`src/hw/fetch_pkg.sv`:
```
/*
 Shared types for the instruction fetch path. Instruction words are big-endian
 after the byte swap. Format B carries only a 5-bit integer opcode field.
*/
package fetch_pkg;

	// Byte distance between consecutive instructions
	localparam logic [31:0] pc_step = 32'd4;

	// Instruction class taken from the top bits of the swapped word
	typedef enum logic [2:0]
	{
		fmt_b     = 3'b000,
		fmt_other = 3'b100,
		fmt_a     = 3'b110,
		fmt_ctrl  = 3'b111
	} fmt_e;

	// Subcode in bits 27:25 of a control-class word
	typedef enum logic [2:0]
	{
		br_cond_zero    = 3'b000,
		br_cond_nonzero = 3'b001,
		br_cond_all     = 3'b010,
		br_always       = 3'b011,
		br_call         = 3'b100,
		br_cond_neg     = 3'b101
	} branch_kind_e;

	// Arithmetic opcodes, top bit set means floating point
	typedef enum logic [5:0]
	{
		op_or   = 6'h00,
		op_and  = 6'h01,
		op_xor  = 6'h03,
		op_iadd = 6'h05,
		op_isub = 6'h06,
		op_imul = 6'h07,
		op_fadd = 6'h20,
		op_fsub = 6'h21,
		op_fmul = 6'h22
	} arith_op_e;

	// Result of pre-decoding one cache word
	typedef struct packed
	{
		logic [31:0] instruction;
		logic [31:0] branch_offset;
		logic        branch_predicted;
		logic        long_latency;
	} predecode_t;

	// One FIFO slot, pc is the address of the following instruction
	typedef struct packed
	{
		logic [31:0] pc;
		logic [31:0] instruction;
		logic        branch_predicted;
		logic        long_latency;
	} fetch_entry_t;

endpackage

```
`src/hw/fetch_request_ctrl.sv`:
```
/*
 Assumes the cache answers exactly one cycle after each request strobe.
 A missing strand stays parked until its load_done bit pulses.
*/
`timescale 1ns/1ns

module fetch_request_ctrl import fetch_pkg::*;
#(
	parameter int NUM_STRANDS = 4
)
(
	input  logic                          clk,
	input  logic                          reset,
	input  logic [NUM_STRANDS-1:0]        can_request_i,
	input  logic [NUM_STRANDS-1:0][31:0]  next_pc_i,
	input  logic                          icache_hit_i,
	input  logic                          icache_collision_i,
	input  logic [31:0]                   icache_data_i,
	input  logic [NUM_STRANDS-1:0]        icache_load_done_i,
	output logic                          icache_request_o,
	output logic [31:0]                   icache_addr_o,
	output logic [$clog2(NUM_STRANDS)-1:0] icache_strand_o,
	output logic [NUM_STRANDS-1:0]        enqueue_o,
	output predecode_t                    resp_entry_o
);

	localparam int IDX_W = $clog2(NUM_STRANDS);

	logic [NUM_STRANDS-1:0] wait_q;
	logic [NUM_STRANDS-1:0] wait_nxt;
	// One-hot owner of the response arriving this cycle
	logic [NUM_STRANDS-1:0] last_req_q;
	logic [NUM_STRANDS-1:0] eligible;
	logic [NUM_STRANDS-1:0] grant_oh;
	logic [IDX_W-1:0] grant_idx;
	logic [IDX_W-1:0] prio_q;
	logic granted;

	predecode u_predecode
	(
		.cache_word_i(icache_data_i),
		.decoded_o(resp_entry_o)
	);

	// Miss parks the last requester, finished loads release strands
	always_comb
	begin
		wait_nxt = wait_q & ~icache_load_done_i;
		if (!icache_hit_i && !icache_collision_i)
			wait_nxt = wait_nxt | last_req_q;
	end

	assign eligible = can_request_i & ~wait_nxt;

	// Rotating priority, search starts at prio_q
	always_comb
	begin
		int unsigned cand;
		granted = 1'b0;
		grant_idx = '0;
		for (int i = 0; i < NUM_STRANDS; i++)
		begin
			cand = prio_q + i;
			if (cand >= NUM_STRANDS)
				cand = cand - NUM_STRANDS;
			if (!granted && eligible[cand])
			begin
				granted = 1'b1;
				grant_idx = IDX_W'(cand);
			end
		end
		grant_oh = granted ? (NUM_STRANDS'(1) << grant_idx) : '0;
	end

	assign icache_request_o = granted;
	assign icache_strand_o = grant_idx;
	// Address is the resolved next pc of the winner
	assign icache_addr_o = next_pc_i[grant_idx];

	// Only the strand that asked last cycle may take the data
	assign enqueue_o = last_req_q & {NUM_STRANDS{icache_hit_i}};

	always_ff @(posedge clk or posedge reset)
	begin
		if (reset)
		begin
			wait_q <= '0;
			last_req_q <= '0;
			prio_q <= '0;
		end
		else
		begin
			wait_q <= wait_nxt;
			last_req_q <= grant_oh;
			// Winner drops to lowest priority
			if (granted)
				prio_q <= (grant_idx == IDX_W'(NUM_STRANDS - 1)) ? '0 : grant_idx + 1'b1;
		end
	end

endmodule

```
`src/hw/fetch_top.sv`:
```
/*
 Fetch subsystem top level. The instruction cache sits outside and must
 answer each request strobe on the next cycle.
*/
`timescale 1ns/1ns

module fetch_top import fetch_pkg::*;
#(
	parameter int NUM_STRANDS = 4,
	parameter int FIFO_DEPTH  = 4
)
(
	input  logic                           clk,
	input  logic                           reset,
	output logic                           icache_request_o,
	output logic [31:0]                    icache_addr_o,
	output logic [$clog2(NUM_STRANDS)-1:0] icache_strand_o,
	input  logic                           icache_hit_i,
	input  logic                           icache_collision_i,
	input  logic [31:0]                    icache_data_i,
	input  logic [NUM_STRANDS-1:0]         icache_load_done_i,
	input  logic [NUM_STRANDS-1:0]         rollback_i,
	input  logic [NUM_STRANDS-1:0][31:0]   rollback_pc_i,
	input  logic                           issue_ready_i,
	output logic                           issue_valid_o,
	output logic [$clog2(NUM_STRANDS)-1:0] issue_strand_o,
	output fetch_entry_t                   issue_entry_o
);

	logic [NUM_STRANDS-1:0] can_request;
	logic [NUM_STRANDS-1:0][31:0] next_pc;
	logic [NUM_STRANDS-1:0] enqueue;
	logic [NUM_STRANDS-1:0] fifo_valid;
	logic [NUM_STRANDS-1:0] dequeue;
	fetch_entry_t [NUM_STRANDS-1:0] heads;
	// Response broadcast to all strands, enqueue picks the owner
	predecode_t resp_entry;

	fetch_request_ctrl #(.NUM_STRANDS(NUM_STRANDS)) u_request_ctrl
	(
		.clk(clk),
		.reset(reset),
		.can_request_i(can_request),
		.next_pc_i(next_pc),
		.icache_hit_i(icache_hit_i),
		.icache_collision_i(icache_collision_i),
		.icache_data_i(icache_data_i),
		.icache_load_done_i(icache_load_done_i),
		.icache_request_o(icache_request_o),
		.icache_addr_o(icache_addr_o),
		.icache_strand_o(icache_strand_o),
		.enqueue_o(enqueue),
		.resp_entry_o(resp_entry)
	);

	for (genvar s = 0; s < NUM_STRANDS; s++)
	begin : strand
		strand_fetch_unit #(.FIFO_DEPTH(FIFO_DEPTH)) u_unit
		(
			.clk(clk),
			.reset(reset),
			.enqueue_i(enqueue[s]),
			.rollback_i(rollback_i[s]),
			.rollback_pc_i(rollback_pc_i[s]),
			.resp_i(resp_entry),
			.dequeue_i(dequeue[s]),
			.can_request_o(can_request[s]),
			.next_pc_o(next_pc[s]),
			.fifo_valid_o(fifo_valid[s]),
			.head_o(heads[s])
		);
	end

	strand_select #(.NUM_STRANDS(NUM_STRANDS)) u_select
	(
		.clk(clk),
		.reset(reset),
		.fifo_valid_i(fifo_valid),
		.heads_i(heads),
		.issue_ready_i(issue_ready_i),
		.dequeue_o(dequeue),
		.issue_valid_o(issue_valid_o),
		.issue_strand_o(issue_strand_o),
		.issue_entry_o(issue_entry_o)
	);

endmodule

```
`src/hw/predecode.sv`:
```
/*
 Purely combinational. Static prediction only: backward conditional branches,
 branch-always and calls are predicted taken.
*/
`timescale 1ns/1ns

module predecode import fetch_pkg::*;
(
	input  logic [31:0] cache_word_i,
	output predecode_t  decoded_o
);

	logic [31:0] swapped;
	logic [31:0] offset;
	fmt_e fmt;
	branch_kind_e kind;
	arith_op_e op_a;
	arith_op_e op_b;
	logic is_cond;

	// Cache delivers little-endian words
	assign swapped = {cache_word_i[7:0], cache_word_i[15:8],
		cache_word_i[23:16], cache_word_i[31:24]};

	// 20-bit signed offset sits in bits 24:5
	assign offset = {{12{swapped[24]}}, swapped[24:5]};

	assign kind = branch_kind_e'(swapped[27:25]);
	assign op_a = arith_op_e'(swapped[25:20]);
	// Format B opcode field is one bit short, integer ops only
	assign op_b = arith_op_e'({1'b0, swapped[27:23]});

	always_comb
	begin
		if (!swapped[31])
			fmt = fmt_b;
		else if (swapped[31:29] == 3'b110)
			fmt = fmt_a;
		else if (swapped[31:28] == 4'b1111)
			fmt = fmt_ctrl;
		else
			fmt = fmt_other;
	end

	assign is_cond = (fmt == fmt_ctrl) && (kind == br_cond_zero || kind == br_cond_nonzero
		|| kind == br_cond_all || kind == br_cond_neg);

	assign decoded_o.instruction = swapped;
	assign decoded_o.branch_offset = offset;

	// Taken when unconditional, or conditional and jumping backward
	assign decoded_o.branch_predicted = ((fmt == fmt_ctrl)
		&& (kind == br_always || kind == br_call)) || (is_cond && offset[31]);

	// Float ops and multiplies go to the long pipeline
	assign decoded_o.long_latency = ((fmt == fmt_a) && (op_a[5] || op_a == op_imul))
		|| ((fmt == fmt_b) && op_b == op_imul);

endmodule

```
`src/hw/strand_fetch_unit.sv`:
```
/*
 One strand: program counter plus instruction FIFO. Rollback flushes the FIFO
 and wins over a same-cycle enqueue. Dequeue is ignored while empty.
*/
`timescale 1ns/1ns

module strand_fetch_unit import fetch_pkg::*;
#(
	parameter int FIFO_DEPTH = 4
)
(
	input  logic         clk,
	input  logic         reset,
	input  logic         enqueue_i,
	input  logic         rollback_i,
	input  logic [31:0]  rollback_pc_i,
	input  predecode_t   resp_i,
	input  logic         dequeue_i,
	output logic         can_request_o,
	output logic [31:0]  next_pc_o,
	output logic         fifo_valid_o,
	output fetch_entry_t head_o
);

	localparam int PTR_W = (FIFO_DEPTH > 1) ? $clog2(FIFO_DEPTH) : 1;
	localparam int CNT_W = $clog2(FIFO_DEPTH + 1);

	fetch_entry_t mem [FIFO_DEPTH];
	fetch_entry_t new_entry;
	logic [31:0] pc_q;
	logic [31:0] next_pc;
	logic [PTR_W-1:0] wr_ptr;
	logic [PTR_W-1:0] rd_ptr;
	logic [CNT_W-1:0] count;
	logic full;
	logic almost_full;
	logic do_enq;
	logic do_deq;

	// Wrap for any depth, not only powers of two
	function automatic logic [PTR_W-1:0] ptr_inc(input logic [PTR_W-1:0] p);
		return (p == PTR_W'(FIFO_DEPTH - 1)) ? '0 : p + 1'b1;
	endfunction

	// pc_q still points at the word being returned
	always_comb
	begin
		if (rollback_i)
			next_pc = rollback_pc_i;
		else if (!enqueue_i)
			next_pc = pc_q;
		else if (resp_i.branch_predicted)
			next_pc = pc_q + pc_step + resp_i.branch_offset;
		else
			next_pc = pc_q + pc_step;
	end

	assign next_pc_o = next_pc;

	assign full = (count == CNT_W'(FIFO_DEPTH));
	assign almost_full = (count == CNT_W'(FIFO_DEPTH - 1));
	// Leave room for the response already in flight
	assign can_request_o = !full && !(almost_full && enqueue_i);

	assign fifo_valid_o = (count != '0);
	assign head_o = mem[rd_ptr];

	assign do_enq = enqueue_i && !rollback_i && !full;
	assign do_deq = dequeue_i && fifo_valid_o && !rollback_i;

	assign new_entry.pc = pc_q + pc_step;
	assign new_entry.instruction = resp_i.instruction;
	assign new_entry.branch_predicted = resp_i.branch_predicted;
	assign new_entry.long_latency = resp_i.long_latency;

	always_ff @(posedge clk)
	begin
		if (do_enq)
			mem[wr_ptr] <= new_entry;
	end

	always_ff @(posedge clk or posedge reset)
	begin
		if (reset)
		begin
			pc_q <= '0;
			wr_ptr <= '0;
			rd_ptr <= '0;
			count <= '0;
		end
		else
		begin
			pc_q <= next_pc;
			if (rollback_i)
			begin
				wr_ptr <= '0;
				rd_ptr <= '0;
				count <= '0;
			end
			else
			begin
				if (do_enq)
					wr_ptr <= ptr_inc(wr_ptr);
				if (do_deq)
					rd_ptr <= ptr_inc(rd_ptr);
				if (do_enq && !do_deq)
					count <= count + 1'b1;
				else if (do_deq && !do_enq)
					count <= count - 1'b1;
			end
		end
	end

endmodule

```
`src/hw/strand_select.sv`:
```
/*
 Combinational from FIFO heads to issue outputs. The dequeue takes effect at
 the clock edge, and only while issue_ready_i is high.
*/
`timescale 1ns/1ns

module strand_select import fetch_pkg::*;
#(
	parameter int NUM_STRANDS = 4
)
(
	input  logic                           clk,
	input  logic                           reset,
	input  logic [NUM_STRANDS-1:0]         fifo_valid_i,
	input  fetch_entry_t [NUM_STRANDS-1:0] heads_i,
	input  logic                           issue_ready_i,
	output logic [NUM_STRANDS-1:0]         dequeue_o,
	output logic                           issue_valid_o,
	output logic [$clog2(NUM_STRANDS)-1:0] issue_strand_o,
	output fetch_entry_t                   issue_entry_o
);

	localparam int IDX_W = $clog2(NUM_STRANDS);

	logic [IDX_W-1:0] ptr_q;
	logic [IDX_W-1:0] pick;
	logic found;

	// First valid strand at or after the pointer
	always_comb
	begin
		int unsigned cand;
		found = 1'b0;
		pick = '0;
		for (int i = 0; i < NUM_STRANDS; i++)
		begin
			cand = ptr_q + i;
			if (cand >= NUM_STRANDS)
				cand = cand - NUM_STRANDS;
			if (!found && fifo_valid_i[cand])
			begin
				found = 1'b1;
				pick = IDX_W'(cand);
			end
		end
	end

	assign issue_valid_o = found;
	assign issue_strand_o = pick;
	assign issue_entry_o = heads_i[pick];
	assign dequeue_o = (found && issue_ready_i) ? (NUM_STRANDS'(1) << pick) : '0;

	// Move past the strand just issued
	always_ff @(posedge clk or posedge reset)
	begin
		if (reset)
			ptr_q <= '0;
		else if (found && issue_ready_i)
			ptr_q <= (pick == IDX_W'(NUM_STRANDS - 1)) ? '0 : pick + 1'b1;
	end

endmodule

```
`config.mk`:
```
export PLATFORM = sky130hd
export DESIGN_NAME = fetch_top
export DESIGN_NICKNAME = d
export VERILOG_FILES = /design/src/hw/fetch_pkg.sv /design/src/hw/fetch_request_ctrl.sv /design/src/hw/fetch_top.sv /design/src/hw/predecode.sv /design/src/hw/strand_fetch_unit.sv /design/src/hw/strand_select.sv
export SDC_FILE = /design/constraint.sdc
export NUM_CORES = 2
export LEC_CHECK = 0
export BUFFER_PORTS_ARGS = -buffer_cell sky130_fd_sc_hd__buf_2
export CELL_PAD_IN_SITES_DETAIL_PLACEMENT = 0
export CELL_PAD_IN_SITES_GLOBAL_PLACEMENT = 1
export CORE_MARGIN = 2
export CORE_UTILIZATION = 35
export CTS_BUF_LIST = sky130_fd_sc_hd__clkbuf_16
export DETAILED_ROUTE_END_ITERATION = 10
export GPL_TIMING_DRIVEN = 0
export PLACE_DENSITY = 0.7
export SETUP_SLACK_MARGIN = 0.05
export SKIP_LAST_GASP = 1
export SYNTH_ARGS = -nofsm -noshare
export SYNTH_HDL_FRONTEND = slang
export SYNTH_SLANG_ARGS = --single-unit
export TNS_END_PERCENT = 1
```
`constraint.sdc`:
```
create_clock -name clk -period 7.2 [get_ports clk]
set_input_delay 0.36 -clock clk [delete_from_list [all_inputs] [get_ports clk]]
set_output_delay 0.36 -clock clk [all_outputs]
set_load 0.03 [all_outputs]
```
==> key figures <==
Outcome
  • Status: finished, violations left
  • Violated checks: capacitance limit, slew limit, setup timing

Final layout
  • Area grow syn2layout: 16.7%
  • Design area: between 0.06 and 0.07 sq mm
  • Final net count: 5383
  • Share of layout cells above drive strength 1: around 16%
  • Final cell count without fillers: between 7k and 8k
  • Fillers: between 15k and 20k

Drt
  • Final ANT Viol Nets: 0
  • Vias: around 43k
  • Post-Route WL: 233000 um
  • Avg WL per Cell: 31.7 um
  • Initial drt markers: between 5k and 6k
  • Avg Vias per Cell: roughly 5.8
  • Residual DRC: 0
  • Drt pass-1 iters: 6

Placement
  • Hpwl dp: between 150000 and 200000 um
  • Placed cell area: 0.0645 sq mm
  • Routability cong.: slightly below 1
  • Port-buffer cells: 273
  • Dpl cells: approximately 7.0k

Setup path
  • Crit path max fanout: 10
  • CP Data Arrival Time: 7.07 ns
  • Crit Path Class: in2out
  • Worst path required time: 6.84 ns
  • Crit end category: output port
  • Critical Path Start Type: input pin

Synthesis
  • Post-Syn Area per Cell: approximately 13 sq um
  • Mux cell area share after synthesis: 10.9%
  • Sequential share of the synthesized area: about 60%
  • Complex-gate fraction of the synthesized area: ~9.7%
  • Post-synthesis sequential element count: 1224
  • Mapped Cells: ~4.5k
  • Most used DFF post-synth: edfxtp_1
  • Top cells by area, synth: edfxtp_1 (53%), mux4_2 (10%), dfrtp_1 (7.0%)
  • Syn Nets: 4862
  • Post-Syn Area: between 0.05 and 0.06 sq mm
  • Synth cell count leaders: edfxtp_1 (1056), nand2_1 (583), mux4_2 (265)
  • Post-synth EDFFs: approximately 1.1k
  • Post-synthesis adder-cell area fraction: just over 4%
  • Simple-gate share of the synthesized area: about a tenth
  • Synth Warn #: 0
  • XOR/XNOR Fraction of Synth Area: between 3 and 4%
  • Largest family of logic cells by synthesized area: multiplexers
  • Post-synth top area share: between 50% and 60%
  • Post-synth top area cell: edfxtp_1
  • Cell with the most instances after synthesis: edfxtp_1
  • Netlist cell types: 88
  • Synth async-reset ratio: between 10% and 20%

Floorplanning
  • Core Area: ~0.17 sq mm
  • Io pins: ~280
  • Die width: between 400 and 500 um
  • Die height: around 420 um
  • Die ar.: 0.174 sq mm
  • Starting Density: 35.3%
  • Row cnt: 151

Clock tree
  • H-tree depth: 4
  • Reg clk slew, reported paths: about 0.060 ns
  • Buffer depth of the longest clock path: 3
  • Sink Count: between 1k and 1.5k
  • Root Buffer: clkbuf_16
  • Setup bufs post-CTS: 0
  • CTS buffer count: 130
  • CTS tree: done
  • Worst-skew pair later-pin latency: between 0.8 and 0.9 ns

Timing
  • Tmin final: ~7.4 ns
  • Clk_skew: about 0.046 ns
  • RSZ-0062 raised after global routing: true
  • Setup-violating endpoint count in the final report: 7
  • Crit share post-route: 103%
  • Worst-Margin Slew: 1.51 ns
  • Final setup TNS: -0.903 ns
  • Final hold vios: 0
  • Worst slew margin: -1.73%
  • Fmax: between 100 and 150 MHz
  • Max Slew Vio Count: 14
  • Worst setup margin: -0.233 ns

Min path
  • Min-delay worst type: in2reg

Job
  • Max Cap Viol: 2

Power and ir drop
  • PD cells: ~410 mW/mm^2
  • Int Pwr: ~15 mW
  • Sw Ratio: between 40% and 50%
  • Pwr Total: just under 30 mW
  • P_sw: between 10 and 15 mW
  • Sequential power share: ~29%
  • Logic pwr share: between 40% and 50%
  • Clock power frac: between 20% and 30%
  • Peak VDD IR: roughly 0.00058 V
  • Pleak: ~25 nW

Global routing
  • Vias in the first global route: between 40k and 50k
  • Initial antenna violation count: 20
  • GRT Overall Usage: 26.4%
  • First-pass GRT wire length: around 320000 um
  • Total gr overflow: 0
  • Pin count of the biggest net entering global routing: 87
flip-flops by register name (all words and copies together), names as in the netlist:
signal	flops
u_select.ptr_q	2
strand.u_unit.wr_ptr	8
u_request_ctrl.wait_q	4
strand.u_unit.mem	1056
u_request_ctrl.prio_q	2
strand.u_unit.pc_q	128
u_request_ctrl.last_req_q	4
strand.u_unit.count	12
strand.u_unit.rd_ptr	8
per-stage QoR:
stage / util [%] / setup WS [ns] / hold WS [ns]
6_report: 41.2 / -0.233 / 0.0272
5_1_grt: 41.2 / -0.206 / 0.00399
4_1_cts: 41.1 / -0.0764 / 0.000268
3_5_place_dp: 38.1 / -0.0406 / 0.518
3_3_place_gp: 37.7 / -2.74 / 0.505
2_1_floorplan: - / 2.29 / 0.459
critical path, stage by stage:
cell,delay (ns)
buf_2,0.16
nand4_1,0.11
a21oi_1,0.62
o21ai_4,0.13
buf_12,0.20
inv_1,0.30
clkbuf_1,1.11
clkbuf_1,1.11
nand2_1,0.73
mux2i_1,0.26
o21ai_0,0.49
nand2_1,0.11
a31oi_1,0.96
buf_2,0.36
routing by layer:
metal | share of wire, % | track usage, %
met2 | 45 | 41.2
met5 | 0.018 | 0
met1 | 39 | 33.9
met3 | 7.6 | 4.26
met4 | 7.8 | 17.5
final timing paths:
path                                                            start                                     to  slack, ns  depth (start not counted)
worst max-delay path                                 icache_data_i[5]                       icache_addr_o[0]      -0.23                         14
worst min-delay path                                rollback_pc_i[59]    strand[1].u_unit.pc_q[27]$_DFF_PP0_       0.03                          4
worst max register to register  strand[1].u_unit.count[1]$_DFFE_PP0P_  strand[2].u_unit.count[2]$_DFFE_PP0P_       1.51                         13
worst min register to register   u_request_ctrl.prio_q[0]$_DFFE_PP0P_   u_request_ctrl.prio_q[0]$_DFFE_PP0P_       0.53                          2
max in group asynchronous                                       reset     strand[1].u_unit.pc_q[8]$_DFF_PP0_       6.00                          4
min in group asynchronous                                       reset  strand[3].u_unit.count[1]$_DFFE_PP0P_       0.22                          3
power by group through the flow:
stage,sequential [mW],clock (mW),combinational (mW)
floorplan,8.48,0,7.66
global placement,8.55,0,13.5
detailed placement,8.54,0,13.6
CTS,8.39,6.74,13.7
global route,8.43,7.02,14.4
finish,8.40,6.68,13.8
final cells by class:
type	instances	area, sq um	area share, %
Antenna cell	5	12.5	0.0179
Buffer	224	855	1.22
Clock buffer	130	3250	4.66
Clock inverter	108	970	1.39
Inverter	112	428	0.613
Multi-Input combinational cell	2936	22700	32.6
Sequential cell	1224	35900	51.5
Tap cell	2218	2780	3.98
Timing Repair Buffer	389	2850	4.08
cells by family after synthesis:
family	count (synthesis)
compound gates	901
xor+xnor	211
fa+ha+maj	193
buf+inv	336
flops	1224
mux	317
simple gates	1314
cells in the final DEF, fill, tap and decap left out, types with 21 or more instances in the layout:
cell,count
edfxtp_1,1056
nand2_1,583
buf_2,279
mux4_2,265
nor2_1,260
a21oi_1,239
o21ai_0,189
ha_1,185
clkbuf_1,181
dfrtp_1,168
inv_1,143
xnor2_1,136
clkbuf_16,130
and3_1,111
a31oi_1,106
dlygate4sd3_1,93
nand3_1,78
a21o_1,75
xor2_1,71
nor3_1,68
mux2i_1,47
nand4_1,45
a211oi_1,44
buf_1,32
or3_1,28
clkinv_1,28
o31ai_1,28
o211ai_1,25
and2_1,24
o22ai_1,22
nor2b_1,21
repair_timing:
action,CTS,global route
gates resized for setup,1,10
hold endpoints to repair,350,1
endpoints found under the setup margin,7,16
hold buffers,92,1
(Power assumes the default switching activity.)
